<file path="src/common/pipe_params.svh">
`ifndef PIPE_PARAMS_SVH
`define PIPE_PARAMS_SVH

// Width of every data path word.
`define PIPE_XLEN 32

// Register file address width.
`define PIPE_RADDR_W 5

// Word address width of the data SRAM (256 words).
`define DSRAM_AW 8

`endif
</file>
<file path="src/mul_unit.sv">
`include "pipe_params.svh"

module mul_unit (
    input  logic                     clk,
    input  logic                     mul_go,
    input  logic [`PIPE_XLEN-1:0]    mul_a,
    input  logic [`PIPE_XLEN-1:0]    mul_b,
    input  logic                     mul_signed,
    output logic [2*`PIPE_XLEN-1:0]  mul_result
);

    logic signed [`PIPE_XLEN:0]     a_ext;
    logic signed [`PIPE_XLEN:0]     b_ext;
    logic signed [2*`PIPE_XLEN+1:0] product;

    // One extra bit turns the unsigned case into a signed multiply.
    assign a_ext   = {mul_signed & mul_a[`PIPE_XLEN-1], mul_a};
    assign b_ext   = {mul_signed & mul_b[`PIPE_XLEN-1], mul_b};
    assign product = a_ext * b_ext;

    // Loaded as the instruction enters the memory stage.
    always_ff @(posedge clk) begin
        if (mul_go) begin
            mul_result <= product[2*`PIPE_XLEN-1:0];
        end
    end

endmodule

</file>
<file path="config.mk">
export PLATFORM = sky130hd
export DESIGN_NAME = mul_unit
export DESIGN_NICKNAME = d
export VERILOG_FILES = /design/src/mul_unit.sv
export VERILOG_INCLUDE_DIRS = /design/src /design/src/common
export SDC_FILE = /design/constraint.sdc
export NUM_CORES = 2
export LEC_CHECK = 0
export BUFFER_PORTS_ARGS = -buffer_cell sky130_fd_sc_hd__buf_2
export CORE_MARGIN = 2
export CORE_UTILIZATION = 45
export CTS_CLUSTER_DIAMETER = 150
export DETAILED_ROUTE_END_ITERATION = 8
export GPL_TIMING_DRIVEN = 0
export SYNTH_ARGS = -nofsm -noshare
export SYNTH_HDL_FRONTEND = slang
export SYNTH_SLANG_ARGS = --single-unit
</file>
<file path="constraint.sdc">
create_clock -name clk -period 11.2 [get_ports clk]
set_input_delay 2.24 -clock clk [delete_from_list [all_inputs] [get_ports clk]]
set_output_delay 2.24 -clock clk [all_outputs]
set_load 0.05 [all_outputs]
</file>
==> impl_summary.log <==
INFO  metric port_buffers = 128
INFO  metric post_synth.cell_area_avg = 9.403 um^2
INFO  metric arrival = 11.10 ns
INFO  metric grt_antenna_before_repair = 11
INFO  metric setup_repair_after_global_routing_missed_its_margin = no
INFO  metric yosysWarningCount = 0
INFO  metric max_used_layer = met5
INFO  metric cap_viol_max_count = 0
INFO  metric syn2layout_area_growth = 6.086%
INFO  metric timing.critical_path.required = 11.29 ns
INFO  metric hold_path_class = in2reg
INFO  metric largest-register = mul_result
INFO  metric first_global_vias = 31537
INFO  metric cts.clk_slew.worst_paths = 0.06 ns
INFO  metric grt.total_usage = 32.13%
INFO  metric critPathLaunch = mul_b[3]
INFO  metric route.antenna.remaining_nets = 0
INFO  metric critPathCaptureType = register
INFO  metric grt_pass1_wl = 207300 um
INFO  metric detail_route.wirelength = 141200 um
INFO  metric finalSetupViolations = 0
INFO  metric synth_enable_flop_cells = 64
INFO  metric run_status = finished clean
INFO  metric maxSlewHeadroom = 14.27%
INFO  metric synth_flop_cell = edfxtp_1
INFO  metric netlist_area = 39920 um^2
INFO  metric drt_first_iter_violations = 2296
INFO  metric gr-total-overflow = 0
INFO  metric num_rows = 109
INFO  metric ctsLongestPathBuffers = 2
INFO  metric hold_buffers = 0
INFO  metric design.final.nets = 5790
INFO  metric pin_count_of_the_biggest_net_entering_global_routing = 65
INFO  metric dp_hpwl = 121500 um
INFO  metric placed_cell_area = 42030 um^2
INFO  metric drc = 0
INFO  metric initial_core_utilization = 45.31%
INFO  metric synth_nets = 5650
INFO  metric syn_inst = 4246
INFO  metric via_count_normalized_by_instance_count = 5.365
INFO  metric layout-drive-gt1-share = 4.283%
INFO  metric final_hold_viol_count = 0
INFO  metric dieArea = 91120 um^2
INFO  metric clock_tree.root_cell = clkbuf_16
INFO  metric async_flop_share = 0%
INFO  metric cts_inserted_buffers = 9
INFO  metric post_route_fraction_of_the_period_consumed_by_the_critical_path = 98.32%
INFO  metric detailedRoute.firstPassIterationCount = 5
INFO  metric drv_slew = 0
INFO  metric routed-wl-met2 = 66670 um
INFO  metric wl_per_cell = 25.39 um
INFO  metric crit_path_start_kind = primary input
INFO  metric place_congestion = 1.015
INFO  metric crit_path_end = mul_result[58]$_DFFE_PP_
INFO  metric layout_commonest_cell = fa_1
INFO  metric criticalPathCategory = in2reg
INFO  metric wl_met1 = 51870 um
INFO  metric die_w = 301.9 um
INFO  metric biggest_regs = mul_result x64
INFO  metric htreeDepth = 3
INFO  metric yosys.cell_types.count = 68
INFO  metric timing.fmax = 0.09081 GHz
INFO  metric dr_wl_met3 = 12090 um
INFO  metric cts.sinks = 64
INFO  metric via_count = 29824
INFO  metric tightestPinTransition = 1.286 ns
INFO  metric final_design_area_no_fill = 42350 um^2
INFO  metric tritoncts_clock_tree = built
INFO  metric largest_register_ff_count = 64
INFO  metric die_y = 301.9 um
INFO  metric synth_seq_cells = 64
INFO  metric floorplan.core_area = 88100 um^2
INFO  metric final_period_minus_worst_setup_slack = 11.01 ns
INFO  metric top_level_pins = 131
INFO  metric timing.hold.ws = 2.510 ns
INFO  metric synth_sequential_area_ratio = 4.814%
INFO  metric layout_common_cells = 1123 x fa_1, 1096 x inv_1, 726 x nand2_1
INFO  metric crit_path_max_fanout = 15
-- critical path, cell delays in order --
cell	delay [ns]
buf_2	0.44
clkbuf_1	0.74
nand2_1	0.18
fa_1	0.57
fa_1	0.63
inv_1	0.08
fa_1	0.49
inv_1	0.07
fa_1	0.51
fa_1	0.52
inv_1	0.06
fa_1	0.44
fa_1	0.52
inv_1	0.05
fa_1	0.62
inv_1	0.07
ha_1	0.41
nand3_1	0.22
nor3_1	0.07
a221oi_1	0.28
o31a_1	0.23
o41ai_4	0.18
a2111oi_0	0.82
nor2_1	0.28
a21oi_1	0.24
xnor2_1	0.11
-- repair_timing --
action	CTS	global route
gates resized for setup	5	8
pin swaps	2	0
endpoints found under the hold margin	0	0
setup buffers	4	0
endpoints found under the setup margin	12	7
-- final cells by class --
type	count	area (um^2)
antenna	5	12.51
buffer	219	845.8
clock buffer	9	225.2
clock inverter	5	50.05
fill	8702	45750
inverter	1097	4121
multi-input combinational	2863	33050
sequential	64	1922
tap	1165	1458
timing repair buffer	132	673.1
-- cells in the mapped netlist, drive strengths merged (2+ instances only) --
master / number / area [um^2]
o31ai: 4 / 48.79
nor2b: 4 / 25.02
and2: 361 / 2261
o21ai: 31 / 162.7
a211oi: 9 / 77.57
a211o: 2 / 17.52
o41ai: 2 / 36.29
and3: 27 / 173.9
a31oi: 13 / 87.58
a221oi: 3 / 32.53
nand3: 18 / 90.09
o221ai: 3 / 26.28
buf: 8 / 42.54
ha: 212 / 2653
nor2: 60 / 227.7
fa: 1125 / 22520
xor2: 21 / 183.9
nand4: 10 / 62.56
or2: 11 / 68.82
o21a: 8 / 60.06
o31a: 2 / 17.52
a21oi: 63 / 322.8
or3: 7 / 43.79
or4: 2 / 18.77
o211ai: 4 / 30.03
a21boi: 4 / 30.03
nand2b: 8 / 50.05
nand2: 727 / 2731
clkbuf: 214 / 805.8
o21bai: 17 / 127.6
edfxtp: 64 / 1922
a221o: 2 / 20.02
o22ai: 3 / 25.02
inv: 1097 / 4118
xnor2: 53 / 464.2
nor3: 11 / 55.05
a21o: 24 / 180.2
-- metal layers --
metal  up-vias  GRT usage [%]
li1      12412              -
met2      1387          52.29
met1     15647          40.11
met5         -              0
met4         4          19.27
met3       374          5.969
-- worst min-delay path by stage --
stage	start	slack, ns	depth (start not counted)	end
3_3_place_gp	mul_b[0]	2.75	2	mul_result[0]$_DFFE_PP_
6_report	mul_go	2.51	1	mul_result[23]$_DFFE_PP_
3_5_place_dp	mul_b[0]	2.76	2	mul_result[0]$_DFFE_PP_
2_1_floorplan	mul_go	2.35	0	mul_result[0]$_DFFE_PP_
4_1_cts	mul_b[0]	2.51	2	mul_result[0]$_DFFE_PP_
5_1_grt	mul_b[0]	2.53	2	mul_result[0]$_DFFE_PP_
-- cells by family (layout without fill, tap and decap cells) --
logic type      count (synthesis)  count (layout)  share of synthesized area, %
fa+ha+maj                    1337            1337                         63.06
flops                          64              64                         4.814
mux                             1               1                       0.02507
other cells                     0               5                             0
xor+xnor                       74              74                         1.623
compound gates                200             200                         3.394
simple gates                 1251            1251                         14.65
buf+inv                      1319            1462                         12.44
-- metrics by stage --
| step | setup slack, ns | utilization (%) | cells | setup TNS, ns |
|---|---|---|---|---|
| after floorplan | 1.172 | - | 4246 | 0 |
| after global placement | -1.814 | 47.70 | 5539 | -15.97 |
| after detailed placement | -1.864 | 47.70 | 5539 | -15.69 |
| after CTS | 0.006891 | 48.05 | 5555 | 0 |
| after global routing | 0.03767 | 48.06 | 5554 | 0 |
| final | 0.1879 | 48.07 | 5559 | 0 |
Power is not shown: default switching activity piles up to over one toggle a cycle in this logic, so the estimate is an artifact.
