**src/common/pipe_params.svh**
```systemverilog
`ifndef PIPE_PARAMS_SVH
`define PIPE_PARAMS_SVH

// Width of every data path word.
`define PIPE_XLEN 32

// Register file address width.
`define PIPE_RADDR_W 5

// Word address width of the data SRAM (256 words).
`define DSRAM_AW 8

`endif
```
**src/common/op_pkg.sv**
```systemverilog
package op_pkg;

    // ~~~~~~~~~~~~~~~~~~~~~~~~~~~~~~~~~~~~~~~~~~~~~~~~~~~~~~~~~~~
    // Instruction classes and operation encodings.
    // ~~~~~~~~~~~~~~~~~~~~~~~~~~~~~~~~~~~~~~~~~~~~~~~~~~~~~~~~~~~

    typedef enum logic [1:0] {
        CLS_ALU   = 2'd0,
        CLS_LOAD  = 2'd1,
        CLS_STORE = 2'd2,
        CLS_MUL   = 2'd3
    } inst_class_e;

    typedef enum logic [3:0] {
        ALU_ADD  = 4'd0,
        ALU_SUB  = 4'd1,
        ALU_AND  = 4'd2,
        ALU_OR   = 4'd3,
        ALU_XOR  = 4'd4,
        ALU_SLT  = 4'd5,
        ALU_SLTU = 4'd6,
        ALU_SLL  = 4'd7,
        ALU_SRL  = 4'd8,
        MUL_LO   = 4'd9,   // Low word of the product.
        MUL_H    = 4'd10,  // Signed high word.
        MUL_HU   = 4'd11   // Unsigned high word.
    } alu_op_e;

    typedef enum logic [1:0] {
        SZ_BYTE = 2'd0,
        SZ_HALF = 2'd1,
        SZ_WORD = 2'd2
    } mem_size_e;

    typedef struct packed {
        logic      spare;
        logic      zero_ext;  // Only meaningful for loads.
        mem_size_e size;
    } mem_acc_t;

    // ALU and multiply classes read the op word as alu, memory classes as mem.
    typedef union packed {
        alu_op_e  alu;
        mem_acc_t mem;
    } op_u;

endpackage

```
**src/common/pipe_pkg.sv**
```systemverilog
`include "pipe_params.svh"

package pipe_pkg;

    import op_pkg::*;

    // ~~~~~~~~~~~~~~~~~~~~~~~~~~~~~~~~~~~~~~~~~~~~~~~~~~~~~~~~~~~
    // Payloads carried between the stages.
    // ~~~~~~~~~~~~~~~~~~~~~~~~~~~~~~~~~~~~~~~~~~~~~~~~~~~~~~~~~~~

    typedef struct packed {
        logic [`PIPE_XLEN-1:0]    pc;
        logic                     rf_we;
        logic [`PIPE_RADDR_W-1:0] rf_waddr;
        logic [`PIPE_XLEN-1:0]    alu_result;  // Byte address for loads and stores.
        inst_class_e              cls;
        op_u                      op;
        logic                     mul_high;    // Take the upper product word.
    } ex_mem_t;

    typedef struct packed {
        logic [`PIPE_XLEN-1:0]    pc;
        logic                     rf_we;
        logic [`PIPE_RADDR_W-1:0] rf_waddr;
        logic [`PIPE_XLEN-1:0]    rf_wdata;
    } mem_wb_t;

endpackage

```
**src/common/stage_if.sv**
```systemverilog
// Execute to memory handshake.
interface ex_mem_if
    import pipe_pkg::*;
();

    logic    valid;
    logic    allowin;
    ex_mem_t data;

    modport master (
        output valid,
        output data,
        input  allowin
    );

    modport slave (
        input  valid,
        input  data,
        output allowin
    );

endinterface

// Memory to write-back handshake.
interface mem_wb_if
    import pipe_pkg::*;
();

    logic    valid;
    logic    allowin;
    mem_wb_t data;

    modport master (
        output valid,
        output data,
        input  allowin
    );

    modport slave (
        input  valid,
        input  data,
        output allowin
    );

endinterface

```
**src/mem/mem_stage.sv**
```systemverilog
`include "pipe_params.svh"

module mem_stage
    import op_pkg::*, pipe_pkg::*;
(
    input  logic                      clk,
    input  logic                      resetn,
    ex_mem_if.slave                   ex_mem,
    mem_wb_if.master                  mem_wb,
    input  logic [`PIPE_XLEN-1:0]     sram_rdata,
    input  logic [2*`PIPE_XLEN-1:0]   mul_result
);

    logic                  mem_valid;
    logic                  mem_allowin;
    logic                  mem_first;   // First cycle of the current instruction.
    ex_mem_t               mem_r;
    logic [`PIPE_XLEN-1:0] rdata_hold;
    logic [`PIPE_XLEN-1:0] rdata_sel;
    logic [`PIPE_XLEN-1:0] shift_rdata;
    logic [`PIPE_XLEN-1:0] load_result;
    logic [`PIPE_XLEN-1:0] rf_wdata;
    logic                  sext;

    // ~~~~~~~~~~~~~~~~~~~~~~~~~~~~~~~~~~~~~~~~~~~~~~~~~~~~~~~~~~~
    // Stage control.
    // ~~~~~~~~~~~~~~~~~~~~~~~~~~~~~~~~~~~~~~~~~~~~~~~~~~~~~~~~~~~

    assign mem_allowin    = ~mem_valid | mem_wb.allowin;
    assign ex_mem.allowin = mem_allowin;
    assign mem_wb.valid   = mem_valid;

    always_ff @(posedge clk) begin
        if (!resetn) begin
            mem_valid <= 1'b0;
            mem_first <= 1'b0;
        end else begin
            mem_first <= ex_mem.valid & mem_allowin;
            if (mem_allowin) begin
                mem_valid <= ex_mem.valid;
            end
        end
    end

    always_ff @(posedge clk) begin
        if (ex_mem.valid && mem_allowin) begin
            mem_r <= ex_mem.data;
        end
    end

    // SRAM data is only good in the first cycle. Keep it for a stall.
    always_ff @(posedge clk) begin
        if (mem_first) begin
            rdata_hold <= sram_rdata;
        end
    end

    assign rdata_sel = mem_first ? sram_rdata : rdata_hold;

    // ~~~~~~~~~~~~~~~~~~~~~~~~~~~~~~~~~~~~~~~~~~~~~~~~~~~~~~~~~~~
    // Load alignment and result select.
    // ~~~~~~~~~~~~~~~~~~~~~~~~~~~~~~~~~~~~~~~~~~~~~~~~~~~~~~~~~~~

    assign shift_rdata = rdata_sel >> {mem_r.alu_result[1:0], 3'b000};
    assign sext        = ~mem_r.op.mem.zero_ext;

    always_comb begin
        case (mem_r.op.mem.size)
            SZ_BYTE: load_result = {{24{sext & shift_rdata[7]}}, shift_rdata[7:0]};
            SZ_HALF: load_result = {{16{sext & shift_rdata[15]}}, shift_rdata[15:0]};
            default: load_result = shift_rdata;
        endcase
    end

    always_comb begin
        case (mem_r.cls)
            CLS_LOAD: rf_wdata = load_result;
            CLS_MUL:  rf_wdata = mem_r.mul_high ? mul_result[2*`PIPE_XLEN-1:`PIPE_XLEN]
                                                : mul_result[`PIPE_XLEN-1:0];
            default:  rf_wdata = mem_r.alu_result;  // Stores retire their address.
        endcase
    end

    assign mem_wb.data = '{
        pc:       mem_r.pc,
        rf_we:    mem_r.rf_we,
        rf_waddr: mem_r.rf_waddr,
        rf_wdata: rf_wdata
    };

    // Catches a product or read word that never arrived in step with its payload.
    a_known: assert property (@(posedge clk) disable iff (!resetn)
        mem_wb.valid |-> !$isunknown(mem_wb.data))
        else $error("unknown payload leaving memory stage, pc %h", mem_r.pc);

endmodule

```
**src/flat_wrapper.sv**
```systemverilog
// flat-port wrapper written by rule: the top's interface ports become plain ports
module mem_stage_flat import op_pkg::*, pipe_pkg::*;
  (clk, resetn, sram_rdata, mul_result, ex_mem_valid, ex_mem_data, ex_mem_allowin, mem_wb_valid, mem_wb_data, mem_wb_allowin);
  ex_mem_if ex_mem_i ();
  mem_wb_if mem_wb_i ();
  input  logic clk;
  input  logic resetn;
  input  logic [`PIPE_XLEN-1:0] sram_rdata;
  input  logic [2*`PIPE_XLEN-1:0] mul_result;
  input wire logic [$bits(ex_mem_i.valid)-1:0] ex_mem_valid;
  input wire logic [$bits(ex_mem_i.data)-1:0] ex_mem_data;
  output wire logic [$bits(ex_mem_i.allowin)-1:0] ex_mem_allowin;
  output wire logic [$bits(mem_wb_i.valid)-1:0] mem_wb_valid;
  output wire logic [$bits(mem_wb_i.data)-1:0] mem_wb_data;
  input wire logic [$bits(mem_wb_i.allowin)-1:0] mem_wb_allowin;
  assign ex_mem_i.valid = ex_mem_valid;
  assign ex_mem_i.data = ex_mem_data;
  assign ex_mem_allowin = ex_mem_i.allowin;
  assign mem_wb_valid = mem_wb_i.valid;
  assign mem_wb_data = mem_wb_i.data;
  assign mem_wb_i.allowin = mem_wb_allowin;
  mem_stage u_core (.clk(clk), .resetn(resetn), .ex_mem(ex_mem_i), .mem_wb(mem_wb_i), .sram_rdata(sram_rdata), .mul_result(mul_result));
endmodule
```
**config.mk**
```make
export PLATFORM = sky130hd
export DESIGN_NAME = mem_stage_flat
export DESIGN_NICKNAME = d
export VERILOG_FILES = /design/src/common/op_pkg.sv /design/src/common/pipe_pkg.sv /design/src/common/stage_if.sv /design/src/mem/mem_stage.sv /design/src/flat_wrapper.sv
export VERILOG_INCLUDE_DIRS = /design/src /design/src/common
export SDC_FILE = /design/constraint.sdc
export NUM_CORES = 1
export LEC_CHECK = 0
export ABC_CLOCK_PERIOD_IN_PS = 3000
export BUFFER_PORTS_ARGS = -buffer_cell sky130_fd_sc_hd__buf_4
export CAP_MARGIN = 20
export CORE_MARGIN = 8
export CORE_UTILIZATION = 48
export DETAILED_ROUTE_END_ITERATION = 6
export PLACE_DENSITY = 0.81
export SLEW_MARGIN = 30
export SYNTH_ARGS = -nofsm -noshare
export SYNTH_HDL_FRONTEND = slang
export SYNTH_SLANG_ARGS = --single-unit
```
**constraint.sdc**
```tcl
create_clock -name clk -period 3 [get_ports clk]
set_input_delay 0.15 -clock clk [delete_from_list [all_inputs] [get_ports clk]]
set_output_delay 0.15 -clock clk [all_outputs]
set_load 0.02 [all_outputs]
```
==> metrics.txt <==
Core Region 11860 µm²; Mapped Area 5781 µm²; kind of cell adding the most delay to the critical path flip-flops; CP Class flip-flop to primary output; syn avg cell area 11.49 µm²; worst hold slack 0.04248 ns; HPWL after detailed placement 14.11 mm; Lkg Pwr 3.678 nW; CP startpoint u_core.mem_r[6]; area of the die around 16000 µm²; Initial DRC Count 481; DRT Wirelength 20.50 mm; min-delay src sram_rdata[8]; clk_lat worst skew 0.35 ns; Seq/Total Area, Yosys 51.26%; fin util about 72%; Yosys reg bits 110; Critical R2R Launch u_core.mem_first; total CTS buffers 9; Net Count, Synth 680; initial core utilization 48.73%; Syn Inst Count 503; peak supply drop 0.3594 mV; leading cell types in the layout, fill and taps excluded buf_4 (260), dlygate4sd3_1 (76), edfxtp_1 (76); largest net degree at the start of global routing 77; Async SR Flop Fraction 0%; startpoint class of the critical path flip-flop; Tightest Hold Check Type input pin to flip-flop; CTS H-tree lvls 3; Die Span Y 125.7 µm; Slew Limit Fails 0; P&R area growth vs syn 48.03%; Pwr Density around 500 nW/µm²; Chip Width 125.7 µm; Buffers & Inverters on Critical Path 2; Post-DRT Antenna Nets 0; total number of yosys warnings 0; Worst setup EP type primary output; DP Area ~7500 µm²; Layout fillers 800; EDFF count, synth 76; slowest CP cell edfxtp_1; status completed; Max-slew headroom a little under two fifths; GRT Total Usage 25.06%; fmax roughly 360 MHz; setup TNS 0 ns; final hold vios 0; Tot Pwr around 0.0042 W; critical path, cell by cell nand2_1 > buf_12 > o22ai_1 > a211oi_2 > a21oi_1 > buf_4; Residual DRC 0; Worst path max stage delay 0.67 ns; first-pass GRT wire length 30.95 mm; Final #Nets 954; Req. time, crit path 2.85 ns; most common cell after layout, fill and taps aside buf_4; worst slew pin tran 0.9434 ns; # Max-Cap Violations 0; total congestion overflow 0; number of global-route vias before repair 5642; Final min period 2.752 ns; deepest clock path buffer count 2; routed vias 5220; root buffer cell clkbuf_16; IO Pins 249; drt wl/cell 22.07 µm; RSZ-0062 raised after global routing no; clock-pin slew on the worst setup and hold paths 0.08 ns; crit-path max FO 21; RePlAce Congestion 0.8680; DR vias/cell 5.619; finished layout cell area about 8600 µm²; clk_skew about 0.012 ns; I/O Buffers 247; final setup vio count 0; layout cells sized above 1 between 40% and 50%; drt pass-1 iters 6; initial antenna violation count 0; Netlist cell types 41; most common flop cell mapped by yosys edfxtp_1; clock sinks 110; FP Rows 40; ant diodes 0; Worst EP arrival 2.60 ns; crit share post-route 91.74%; CTS tree yes
==> registers in the layout (all words and copies together), names as in the netlist <==
name,flops
u_core.mem_wb.data,38
u_core.rdata_hold,32
u_core.mem_first,1
u_core.mem_wb.valid,1
u_core.mem_r,38
==> Yosys cell counts (all sizes together) (8+ instances only) <==
cell / number / share of area (%)
a211oi: 15 / 2.6
a21oi: 24 / 2.1
a31oi: 9 / 0.97
buf: 54 / 6.7
clkbuf: 21 / 1.4
dfxtp: 34 / 12
edfxtp: 76 / 39
inv: 37 / 2.4
mux2: 30 / 5.8
mux2i: 47 / 8.1
nand2: 10 / 0.65
nand2b: 8 / 0.87
nor2: 18 / 1.2
nor3: 8 / 0.69
o21ai: 11 / 0.95
o221ai: 14 / 2.1
o22ai: 32 / 3.5
o31ai: 8 / 1.0
==> area by class of cell <==
| cell class | instances | area, µm² | area share (%) |
|---|---|---|---|
| clock buffer | 9 | 225.2 | 2.632 |
| clock inverter | 7 | 73.82 | 0.8627 |
| inverter | 38 | 142.6 | 1.667 |
| multi-input combinational | 280 | 2215 | 25.88 |
| sequential | 110 | 2964 | 34.64 |
| tap | 147 | 183.9 | 2.149 |
| timing repair buffer | 338 | 2753 | 32.17 |
==> repair_timing <==
action                                  in CTS  in global routing
buffers inserted                             0                  1
endpoints found under the setup margin       0                  3
resized for setup                            0                  1
hold endpoints to repair                    76                  0
hold buffers                                76                  0
==> where the power goes <==
group,switching [W],internal [W],total [W]
Sequential,0.0000690,0.00177,0.00184
Combinational,0.000556,0.000554,0.00111
Clock,0.000569,0.000650,0.00122
Total,0.00119,0.00298,0.00417
==> through the flow <==
stage	setup WS, ns	cells
finish	0.2477	929
detailed placement	0.5691	836
global route	0.1035	929
global placement	0.6028	836
CTS	0.1816	928
floorplan	0.1156	503
==> metal layers <==
layer	GRT usage, %	vias to the layer above	part of all wire (%)
met4	10.47	0	2.9
met2	44.47	285	51
met1	26.38	2488	35
met5	0	-	0
li1	-	2404	-
met3	9.114	43	11
==> cell families (layout without fill, tap and decap cells) <==
family / Yosys count / after routing / synth area share [%]
AO/OA/AOI/OAI: 134 / 134 / 16.36
buffers and inverters: 113 / 392 / 10.56
flip-flops: 110 / 110 / 51.26
multiplexers: 83 / 83 / 16.32
AND/OR/NAND/NOR: 63 / 63 / 5.498
==> worst reg2reg max path: cells and delay by family, from the launching register on <==
kind	cells	cell delay, ns
muxes	1	0.51
buffers and inverters	2	0.45
DFF	1	0.42
==> path summary, 6_finish.rpt <==
path              slack [ns]  cells after the start                     to
setup reg to reg        1.50                      3  u_core.rdata_hold[29]
hold reg to reg         0.47                      2   u_core.rdata_hold[7]
hold / removal          0.04                      2   u_core.rdata_hold[8]
setup / recovery        0.25                      6        mem_wb_data[25]
No activity file was read; power rests on OpenSTA's default activity.
