File: src/common/pipe_params.svh
`ifndef PIPE_PARAMS_SVH
`define PIPE_PARAMS_SVH

// Width of every data path word.
`define PIPE_XLEN 32

// Register file address width.
`define PIPE_RADDR_W 5

// Word address width of the data SRAM (256 words).
`define DSRAM_AW 8

`endif
File: src/common/op_pkg.sv
package op_pkg;

    // ~~~~~~~~~~~~~~~~~~~~~~~~~~~~~~~~~~~~~~~~~~~~~~~~~~~~~~~~~~~
    // Instruction classes and operation encodings.
    // ~~~~~~~~~~~~~~~~~~~~~~~~~~~~~~~~~~~~~~~~~~~~~~~~~~~~~~~~~~~

    typedef enum logic [1:0] {
        CLS_ALU   = 2'd0,
        CLS_LOAD  = 2'd1,
        CLS_STORE = 2'd2,
        CLS_MUL   = 2'd3
    } inst_class_e;

    typedef enum logic [3:0] {
        ALU_ADD  = 4'd0,
        ALU_SUB  = 4'd1,
        ALU_AND  = 4'd2,
        ALU_OR   = 4'd3,
        ALU_XOR  = 4'd4,
        ALU_SLT  = 4'd5,
        ALU_SLTU = 4'd6,
        ALU_SLL  = 4'd7,
        ALU_SRL  = 4'd8,
        MUL_LO   = 4'd9,   // Low word of the product.
        MUL_H    = 4'd10,  // Signed high word.
        MUL_HU   = 4'd11   // Unsigned high word.
    } alu_op_e;

    typedef enum logic [1:0] {
        SZ_BYTE = 2'd0,
        SZ_HALF = 2'd1,
        SZ_WORD = 2'd2
    } mem_size_e;

    typedef struct packed {
        logic      spare;
        logic      zero_ext;  // Only meaningful for loads.
        mem_size_e size;
    } mem_acc_t;

    // ALU and multiply classes read the op word as alu, memory classes as mem.
    typedef union packed {
        alu_op_e  alu;
        mem_acc_t mem;
    } op_u;

endpackage

File: src/common/pipe_pkg.sv
`include "pipe_params.svh"

package pipe_pkg;

    import op_pkg::*;

    // ~~~~~~~~~~~~~~~~~~~~~~~~~~~~~~~~~~~~~~~~~~~~~~~~~~~~~~~~~~~
    // Payloads carried between the stages.
    // ~~~~~~~~~~~~~~~~~~~~~~~~~~~~~~~~~~~~~~~~~~~~~~~~~~~~~~~~~~~

    typedef struct packed {
        logic [`PIPE_XLEN-1:0]    pc;
        logic                     rf_we;
        logic [`PIPE_RADDR_W-1:0] rf_waddr;
        logic [`PIPE_XLEN-1:0]    alu_result;  // Byte address for loads and stores.
        inst_class_e              cls;
        op_u                      op;
        logic                     mul_high;    // Take the upper product word.
    } ex_mem_t;

    typedef struct packed {
        logic [`PIPE_XLEN-1:0]    pc;
        logic                     rf_we;
        logic [`PIPE_RADDR_W-1:0] rf_waddr;
        logic [`PIPE_XLEN-1:0]    rf_wdata;
    } mem_wb_t;

endpackage

File: src/common/stage_if.sv


// Memory to write-back handshake.
interface mem_wb_if
    import pipe_pkg::*;
();

    logic    valid;
    logic    allowin;
    mem_wb_t data;

    modport master (
        output valid,
        output data,
        input  allowin
    );

    modport slave (
        input  valid,
        input  data,
        output allowin
    );

endinterface

File: src/wb_stage.sv
`include "pipe_params.svh"

module wb_stage
    import pipe_pkg::*;
(
    input  logic                     clk,
    input  logic                     resetn,
    mem_wb_if.slave                  mem_wb,
    input  logic                     out_ready,
    output logic                     wb_valid,
    output logic [`PIPE_XLEN-1:0]    wb_pc,
    output logic                     wb_rf_we,
    output logic [`PIPE_RADDR_W-1:0] wb_rf_waddr,
    output logic [`PIPE_XLEN-1:0]    wb_rf_wdata
);

    mem_wb_t wb_r;

    assign mem_wb.allowin = ~wb_valid | out_ready;

    always_ff @(posedge clk) begin
        if (!resetn) begin
            wb_valid <= 1'b0;
        end else if (mem_wb.allowin) begin
            wb_valid <= mem_wb.valid;
        end
    end

    always_ff @(posedge clk) begin
        if (mem_wb.valid && mem_wb.allowin) begin
            wb_r <= mem_wb.data;
        end
    end

    assign wb_pc       = wb_r.pc;
    assign wb_rf_we    = wb_r.rf_we;
    assign wb_rf_waddr = wb_r.rf_waddr;
    assign wb_rf_wdata = wb_r.rf_wdata;

    // The memory stage must keep offering the same retirement until this stage takes it.
    a_hold: assert property (@(posedge clk) disable iff (!resetn)
        mem_wb.valid && !mem_wb.allowin |=> mem_wb.valid && $stable(mem_wb.data))
        else $error("memory stage output changed while write-back was stalled");

endmodule

File: src/flat_wrapper.sv
// flat-port wrapper written by rule: the top's interface ports become plain ports
module wb_stage_flat import pipe_pkg::*;
  (clk, resetn, out_ready, wb_valid, wb_pc, wb_rf_we, wb_rf_waddr, wb_rf_wdata, mem_wb_valid, mem_wb_data, mem_wb_allowin);
  mem_wb_if mem_wb_i ();
  input  logic clk;
  input  logic resetn;
  input  logic out_ready;
  output logic wb_valid;
  output logic [`PIPE_XLEN-1:0] wb_pc;
  output logic wb_rf_we;
  output logic [`PIPE_RADDR_W-1:0] wb_rf_waddr;
  output logic [`PIPE_XLEN-1:0] wb_rf_wdata;
  input wire logic [$bits(mem_wb_i.valid)-1:0] mem_wb_valid;
  input wire logic [$bits(mem_wb_i.data)-1:0] mem_wb_data;
  output wire logic [$bits(mem_wb_i.allowin)-1:0] mem_wb_allowin;
  assign mem_wb_i.valid = mem_wb_valid;
  assign mem_wb_i.data = mem_wb_data;
  assign mem_wb_allowin = mem_wb_i.allowin;
  wb_stage u_core (.clk(clk), .resetn(resetn), .mem_wb(mem_wb_i), .out_ready(out_ready), .wb_valid(wb_valid), .wb_pc(wb_pc), .wb_rf_we(wb_rf_we), .wb_rf_waddr(wb_rf_waddr), .wb_rf_wdata(wb_rf_wdata));
endmodule
File: config.mk
export PLATFORM = sky130hd
export DESIGN_NAME = wb_stage_flat
export DESIGN_NICKNAME = d
export VERILOG_FILES = /design/src/common/op_pkg.sv /design/src/common/pipe_pkg.sv /design/src/common/stage_if.sv /design/src/wb_stage.sv /design/src/flat_wrapper.sv
export VERILOG_INCLUDE_DIRS = /design/src /design/src/common
export SDC_FILE = /design/constraint.sdc
export NUM_CORES = 1
export LEC_CHECK = 0
export BUFFER_PORTS_ARGS = -buffer_cell sky130_fd_sc_hd__buf_2
export CORE_ASPECT_RATIO = 1.5
export CORE_MARGIN = 4
export CORE_UTILIZATION = 35
export DETAILED_ROUTE_END_ITERATION = 10
export GPL_ROUTABILITY_DRIVEN = 1
export PLACE_DENSITY = 0.72
export REMOVE_ABC_BUFFERS = 1
export SYNTH_ARGS = -nofsm -noshare
export SYNTH_HDL_FRONTEND = slang
export SYNTH_SLANG_ARGS = --single-unit
File: constraint.sdc
create_clock -name clk -period 1.65 [get_ports clk]
set_clock_uncertainty 0.05 [all_clocks]
set_input_delay 0.0825 -clock clk [delete_from_list [all_inputs] [get_ports clk]]
set_output_delay 0.0825 -clock clk [all_outputs]
set_load 0.1 [all_outputs]
==> reports/metrics.cfg, run 1 <==
[run_status]
status=complete, no violations

[synth]
synth_seq_cells=71
synth.mux.area_fraction_pct=0
synthSimpleGateAreaFrac_pct=1.04
syn_area_mm2=0.00216
synth.lib_cells_used.distinct=6
ys_seq_area_share_pct=98.3
synth.avg_cell_area_um2=28.8
synthAdderAreaFrac_pct=0
yosysTopAreaCell=edfxtp_1
synthCells=75
synth_top_cell_area_share_pct=97.3
ys_top_cells_by_area=edfxtp_1 97%, dfxtp_1 0.93%, nand2b_4 0.64%, a21boi_2 0.52%, and2_4 0.41%
synth_compound_area_share_pct=0.521
ys_warn_count=0
synth-xor-area-share_pct=0
synth_top_family_by_area=simple AND/OR/NAND/NOR gates

[placed_design]
routabilityCongestion=0.701
port_buffers=145

[worst_setup_path]
path_cells=nand2b_4, buf_2
cp_slowest_stage_delay_ps=430
cp-start-kind=flip-flop
critPathCaptureType=primary output
arrival_ps=1170
crit_fanout=3
critPathSlowestCell=buf_2
crit_type=flip-flop to primary output
r2r_slack_ps=430
critPathRequiredTime_ps=1520

[layout]
fill_cells=396
final_common_cell=buf_2
syn2layout_area_growth_pct=82.3
final_cell_mix=145 x buf_2, 72 x dlygate4sd3_1, 70 x edfxtp_1
drive_gt1_share_pct=53.2
multi_input_area_um2=33.8
final_core_util_pct=66.6
antenna_cells=0
regArea_mm2=0.00212
nNetsFinal=379

[clock_network]
post_cts_buffers=0
clockBufferDepth=2
clockRootBuffer=clkbuf_8
hold_buffers=72
cts_resized=0
htreeDepth=3
clkTransAtPathRegs_ps=70
cts_tree=done
clkSinkCount=71
clk_latency_ps=320
cts_made_buffers=9

[die]
die_area_mm2=0.00752
die_w_um=72.1
fp.coreArea_mm2=0.00591
pin_count=146
start_util_pct=36.5
dieHeight_um=104
rows=34

[drt]
drt-pass1-iter-count=4
drc=0
ant_nets=0
dr.first_iter.drc_count=83
wirelength_mm=6.08
num_vias=1635
viasPerCell=4.28
wire_per_inst_um=15.9

[timing]
worstMarginPinSlew_ps=512
final.setup.tns_ps=0
relSlewSlack_pct=66.1
setup_viol=0
rsz0062_at_grt=false
min_period_ps=1300
timing.fmax_ghz=0.770
hold_viol=0
drv_slew=0
finalCritPeriodShare_pct=78.7

[global_route]
gr-total-overflow=0
grt_pass1_wl_mm=9.43
grt_max_degree=51
antenna_found_initial=0
grt_util_all_layers_pct=17.3
grt_pass1_vias=1876

[pwr]
power_leakage_nw=1.69
ir_drop_v=0.00107
cellPowerDensity_mw_per_mm2=1200
pwr-share-comb_pct=24.0
internal_power_mw=3.20
clkPwrFrac_pct=30.7
switching_share_pct=32.0
pwr-share-seq_pct=45.3
fin_total_pwr_mw=4.71
power_switching_mw=1.50

[min_path]
min_path_type=input pin to flip-flop

[run]
maxCapViolCount=0

==> critical path: cells and delay by family (launching register included) <==
| family | cells | cell delay (ps) |
|---|---|---|
| AND/OR/NAND/NOR | 1 | 80 |
| buffers and inverters | 1 | 430 |
| flip-flops | 1 | 330 |
==> cells by family (layout without fill, tap and decap cells) <==
family | count (synthesis) | after routing
and+or+nand+nor | 2 | 2
AOI/OAI and AO/OA | 1 | 1
buffers and inverters | 1 | 236
DFF | 71 | 71
==> cell type report <==
| class | instances | area share, % |
|---|---|---|
| Multi-Input combinational cell | 3 | 0.858 |
| Tap cell | 72 | 2.29 |
| Clock buffer | 10 | 3.24 |
| Inverter | 1 | 0.0954 |
| Clock inverter | 6 | 2.16 |
| Sequential cell | 71 | 53.9 |
| Timing Repair Buffer | 219 | 37.4 |
==> synthesized netlist by cell type (all sizes together) <==
library cell  instances
and2                  1
inv                   1
nand2b                1
edfxtp               70
dfxtp                 1
a21boi                1
==> through the flow <==
stage / setup slack, ps / hold slack (ps) / instances / cell area [µm²]
6_report: 351 / 341 / 382 / 3940
5_1_grt: 291 / 331 / 382 / 3940
4_1_cts: 327 / 325 / 382 / 3940
3_5_place_dp: 445 / 211 / 294 / 3000
3_3_place_gp: 474 / 209 / 294 / 3000
2_1_floorplan: -578 / 131 / 75 / 2160
==> power groups by stage <==
stage,clock network [mW],registers [mW],logic [mW]
6_report,1.44,2.13,1.13
5_1_grt,1.59,2.14,1.16
4_1_cts,1.49,2.13,1.13
3_5_place_dp,0,2.17,0.991
3_3_place_gp,0,2.16,0.983
2_1_floorplan,0,2.91,0.0463
==> worst paths after layout <==
| check | start | to | depth (start not counted) |
|---|---|---|---|
| worst min-delay path | mem_wb_valid | u_core.wb_pc[24] | 3 |
| worst min register to register | u_core.wb_valid | u_core.wb_pc[24] | 3 |
| worst max register to register | u_core.wb_valid | u_core.wb_valid | 3 |
| worst max-delay path | u_core.wb_valid | mem_wb_allowin | 2 |
==> layer usage <==
layer | global-route usage (%) | wire length, µm | vias to the layer above
li1 | - | - | 759
met1 | 17.3 | 1940 | 759
met2 | 29.9 | 3410 | 99
met3 | 6.48 | 497 | 18
met4 | 9.68 | 236 | 0
met5 | 0 | 0 | -
==> flip-flops by register name, summed over array words and instances, names as in the netlist <==
name and cells:
u_core.wb_rf_waddr 5, u_core.wb_rf_wdata 32, u_core.wb_pc 32, u_core.wb_valid 1
u_core.wb_rf_we 1
Note: power is estimated with default switching activity, not from simulation.
==> inputs of run 2 (changes only) <==
clock period = 1.2 ns   (was 1.65 ns; I/O delays follow)
==> reports/metrics.cfg, run 2 (synthesis results as in run 1) <==
[run_status]
status=complete, no violations

[worst_setup_path]
arrival_ps=1120  ; -50 ps
critPathRequiredTime_ps=1180  ; -340 ps
critPathCaptureType=flip-flop
crit_start=u_core.wb_valid
r2r_slack_ps=60  ; -370 ps
cp-start-kind=flip-flop
crit_fanout=28  ; +25
reg2reg_from=u_core.wb_valid
crit_type=flip-flop to flip-flop

[timing]
rsz0062_at_grt=false
relSlewSlack_pct=78.9  ; +13 points
drv_slew=0  ; unchanged
worstMarginPinSlew_ps=318  ; -194 ps
setup_viol=0  ; unchanged
finalCritPeriodShare_pct=95.0
final.setup.tns_ps=0  ; unchanged
min_period_ps=1140
timing.fmax_ghz=0.877
hold_viol=0  ; unchanged

[global_route]
gr-total-overflow=0  ; unchanged
grt_max_degree=29  ; -43%
grt_util_all_layers_pct=17.4  ; +0.077 points
gr-usage-met2_pct=32.6  ; +2.7 points
grt_pass1_vias=1868  ; -0.43%
busiest_layer=met2
grt_pass1_wl_mm=9.36  ; -0.73%
use_met1_pct=15.1  ; -2.2 points
antenna_found_initial=0  ; unchanged
met3_usage_pct=5.51  ; -0.97 points

[layout]
regArea_mm2=0.00212  ; about the same
final_core_util_pct=70.1  ; +3.6 points
antenna_cells=0  ; unchanged
multi_input_area_um2=33.8  ; unchanged
fill_cells=369  ; -6.8%
drive_gt1_share_pct=53.8  ; +0.62 points
nNetsFinal=382  ; +0.79%
syn2layout_area_growth_pct=92.0
final_area_mm2=0.00415  ; +5.3%
final_cell_mix=73 x buf_2, 72 x dlygate4sd3_1, 70 x edfxtp_1
final_common_cell=buf_2

[pwr]
cellPowerDensity_mw_per_mm2=1480  ; +24%
ir_drop_v=0.00107  ; +0.42%
fin_total_pwr_mw=6.13  ; +30%
power_leakage_nw=1.78  ; +4.8%

[die]
fp.coreArea_mm2=0.00591  ; unchanged
die_area_mm2=0.00752  ; unchanged
pin_count=146  ; unchanged
die_w_um=72.1  ; unchanged
start_util_pct=36.5  ; unchanged
dieHeight_um=104  ; unchanged
rows=34  ; unchanged

[drt]
ant_nets=0  ; unchanged
num_vias=1636  ; +0.061%
wire_per_inst_um=16.8  ; +5.5%
wirelength_mm=6.45  ; +6.1%
drt-pass1-iter-count=4  ; unchanged
dr.first_iter.drc_count=70  ; -16%
viasPerCell=4.26  ; -0.46%
drc=0  ; unchanged

[min_path]
hold_path_startpoint=out_ready
min_path_type=input pin to flip-flop

[clock_network]
clockBufferDepth=2  ; unchanged
clk_latency_ps=330  ; about the same
post_cts_buffers=0  ; unchanged
cts_made_buffers=9  ; unchanged
cts_tree=done
htreeDepth=3  ; unchanged
clockRootBuffer=clkbuf_8
clkTransAtPathRegs_ps=60  ; about the same
clkSinkCount=71  ; unchanged

[run]
maxCapViolCount=0  ; unchanged

[placed_design]
placed_area_mm2=0.00310  ; +3.1%
port_buffers=145  ; unchanged
routabilityCongestion=0.671  ; -4.3%

## run 2: cell count changes in the layout (fill, tap and decap cells not counted)
cell / change
clkbuf_4: +14
clkinvlp_4: -2
buf_4: +55
dfxtp_2: +1
dfxtp_1: -1
clkinv_1: +1
buf_12: +5
clkbuf_1: -1
buf_6: +1
clkinv_2: +3
bufinv_16: -2
buf_2: -72
## run 2: worst max-delay path, stage by stage, from the launching register on
cell and delay [ps]:
dfxtp_2 330, nand2b_4 70, and2_4 190, buf_12 190
## run 2: final cells by class
type                       instances  share of cell area (%)
sequential                        71                    51.2
tap                               72                    2.17
inverter                           1                  0.0905
clock buffer                       9                    2.99
clock inverter                     6                   0.694
multi-input combinational          3                   0.815
timing repair buffer             222                    42.0
## run 2: report_power, final
| group | switching [mW] | internal, mW |
|---|---|---|
| clock | 0.805 | 0.712 |
| combinational | 1.22 | 0.454 |
| sequential | 0.0441 | 2.90 |
| total | 2.07 | 4.06 |
## run 2: stage by stage
stage | hold WS, ps | setup WS [ps] | cells
after floorplan | 109 | -1030 | 75
after global placement | 187 | 69.7 | 297
after detailed placement | 188 | 58.1 | 297
after CTS | 64.6 | 0.751 | 384
after global routing | 64.4 | 15.0 | 384
final | 68.9 | 60.0 | 384
## run 2: final timing paths
path                      end  cells after the start
max          u_core.wb_pc[11]                      3
max reg2reg  u_core.wb_pc[11]                      3
min reg2reg   u_core.wb_valid                      3
min           u_core.wb_valid                      4
## run 2: repair_timing
item                                    CTS  global route
gates resized for setup                  56            15
hold buffers                             72             0
hold endpoints to repair                 71             0
endpoints found under the setup margin   56            15
## run 2: metal layers
layer / up-vias / share of wire, % / wire, µm
met5: - / 0 / 0
met4: 0 / 3.3 / 215
met3: 20 / 7.4 / 476
met2: 89 / 59 / 3840
met1: 761 / 30 / 1920
li1: 766 / - / -
==> inputs of run 3 (changes only) <==
BUFFER_PORTS_ARGS = not set   (was -buffer_cell sky130_fd_sc_hd__buf_2)
DONT_BUFFER_PORTS = 1   (was not set)
HOLD_SLACK_MARGIN = 0.08   (was not set)
PLACE_DENSITY = 0.52   (was 0.72)
==> reports/metrics.cfg, run 3 (synthesis results as in run 1) <==
[clock_network]
clkSinkCount=71  ; unchanged
clockBufferDepth=2  ; unchanged
htreeDepth=3  ; unchanged
clkTransAtPathRegs_ps=60  ; about the same
clk_latency_ps=320  ; about the same
cts_made_buffers=9  ; unchanged
clockRootBuffer=clkbuf_8
cts_tree=done
post_cts_buffers=0  ; unchanged

[drt]
ant_nets=0  ; unchanged
dr.first_iter.drc_count=54  ; -23%
drc=0  ; unchanged
num_vias=1326  ; -19%
viasPerCell=4.26  ; about the same
wire_per_inst_um=17.4  ; +3.8%
wirelength_mm=5.42  ; -16%
drt-pass1-iter-count=2  ; -2

[die]
fp.coreArea_mm2=0.00591  ; unchanged
dieHeight_um=104  ; unchanged
die_area_mm2=0.00752  ; unchanged
rows=34  ; unchanged
start_util_pct=36.5  ; unchanged
pin_count=146  ; unchanged
die_w_um=72.1  ; unchanged

[worst_setup_path]
arrival_ps=1130  ; about the same
critPathTopFamily=flip-flops
r2r_cells=3  ; unchanged
rr_endpoint=u_core.wb_pc[16]
cp_slowest_stage_delay_ps=330  ; about the same
crit_type=flip-flop to flip-flop
r2r_slack_ps=50  ; about the same
critPathRequiredTime_ps=1180  ; about the same
critPathSlowestCell=dfxtp_2
critPathCaptureType=flip-flop
crit_fanout=29  ; +3.6%
reg2reg_from=u_core.wb_valid
cp-start-kind=flip-flop
path_buf_inv=1  ; unchanged
path_cells=nand2b_4, and2_4, buf_12

[run]
maxCapViolCount=0  ; unchanged

[placed_design]
dp_cells=222  ; -25%
placed_area_mm2=0.00285  ; -7.9%
pre_cts_ws_ps=39.0  ; -19.1 ps
port_buffers=0  ; -100%
routabilityCongestion=0.673  ; +0.39%

[timing]
final.setup.tns_ps=0  ; unchanged
timing.fmax_ghz=0.867  ; -1.2%
setup_viol=0  ; unchanged
min_period_ps=1150  ; +13.9 ps
worstMarginPinSlew_ps=297  ; -21.6 ps
hold_viol=0  ; unchanged
relSlewSlack_pct=80.2  ; +1.3 points
rsz0062_at_grt=false
drv_slew=0  ; unchanged
setup_slack_ps=46.1  ; -13.9 ps
hold_ws_ps=123  ; +53.6 ps
finalCritPeriodShare_pct=96.2  ; +1.2 points

[global_route]
grt_max_degree=30  ; +3.4%
gr-total-overflow=0  ; unchanged
antenna_found_initial=0  ; unchanged
grt_pass1_wl_mm=8.49  ; -9.3%
grt_pass1_vias=1572  ; -16%
grt_util_all_layers_pct=15.5  ; -1.9 points

[layout]
post_layout_nonfiller_instances=311  ; -19%
final_core_util_pct=64.8  ; -5.3 points
nNetsFinal=307  ; -20%
final_cell_mix=72 x dlygate4sd3_1, 72 x buf_4, 70 x edfxtp_1
final_area_mm2=0.00383  ; -7.5%
drive_gt1_share_pct=39.1  ; -15 points
syn2layout_area_growth_pct=77.5

[pwr]
cellPowerDensity_mw_per_mm2=1790  ; +21%
power_leakage_nw=1.51  ; -15%
ir_drop_v=0.00167  ; +56%
fin_total_pwr_mw=6.86  ; +12%

[run_status]
status=complete, no violations

[min_path]
min_path_type=input pin to flip-flop
worstHoldPathCells=2  ; -2
hold_path_startpoint=out_ready
worstHoldEndpoint=u_core.wb_rf_wdata[29]

run 3: cell types whose count changed in the layout (fill, tap and decap cells not counted):
cell	delta
clkinvlp_4	+1
buf_2	-73
clkinv_1	+1
buf_4	+16
clkbuf_4	-14
clkinv_2	-5
buf_12	-3
bufinv_16	+4
buf_6	-1
diode_2	+1
run 3: worst register-to-register path, stage by stage, from the launching register on:
cell	delay [ps]
dfxtp_2	330
nand2b_4	60
and2_4	200
buf_12	200
run 3: routing by layer:
metal	wire length, µm	GRT usage, %	vias to the layer above
li1	-	-	617
met1	1700	15.4	627
met2	3180	27.4	73
met3	436	5.71	9
met4	102	7.80	0
met5	0	0	-
run 3: worst max-delay path by stage:
stage | start | cells past startpoint | endpoint
global placement | u_core.wb_valid | 3 | u_core.wb_rf_wdata[28]
finish | u_core.wb_valid | 3 | u_core.wb_pc[16]
global route | u_core.wb_valid | 3 | u_core.wb_pc[16]
floorplan | u_core.wb_valid | 2 | u_core.wb_pc[0]
detailed placement | u_core.wb_valid | 3 | u_core.wb_pc[15]
CTS | u_core.wb_valid | 3 | u_core.wb_rf_wdata[26]
run 3: where the power goes:
part	internal (mW)	switching, mW	total [mW]
Sequential	2.90	0.0429	2.94
Clock	1.58	0.814	2.39
Combinational	0.358	1.17	1.53
run 3: repair_timing:
| item | 4_1_cts | 5_1_grt |
|---|---|---|
| endpoints found under the setup margin | 0 | 16 |
| endpoints found under the hold margin | 72 | 0 |
| hold buffers | 72 | 0 |
| gates resized for setup | 0 | 1 |
run 3: area by class of cell:
class,instances,area (µm²)
Antenna cell,1,2.50
Clock buffer,9,124
Clock inverter,7,135
Fill cell,406,2080
Inverter,1,3.75
Multi-Input combinational cell,3,33.8
Sequential cell,71,2120
Tap cell,72,90.1
Timing Repair Buffer,147,1320
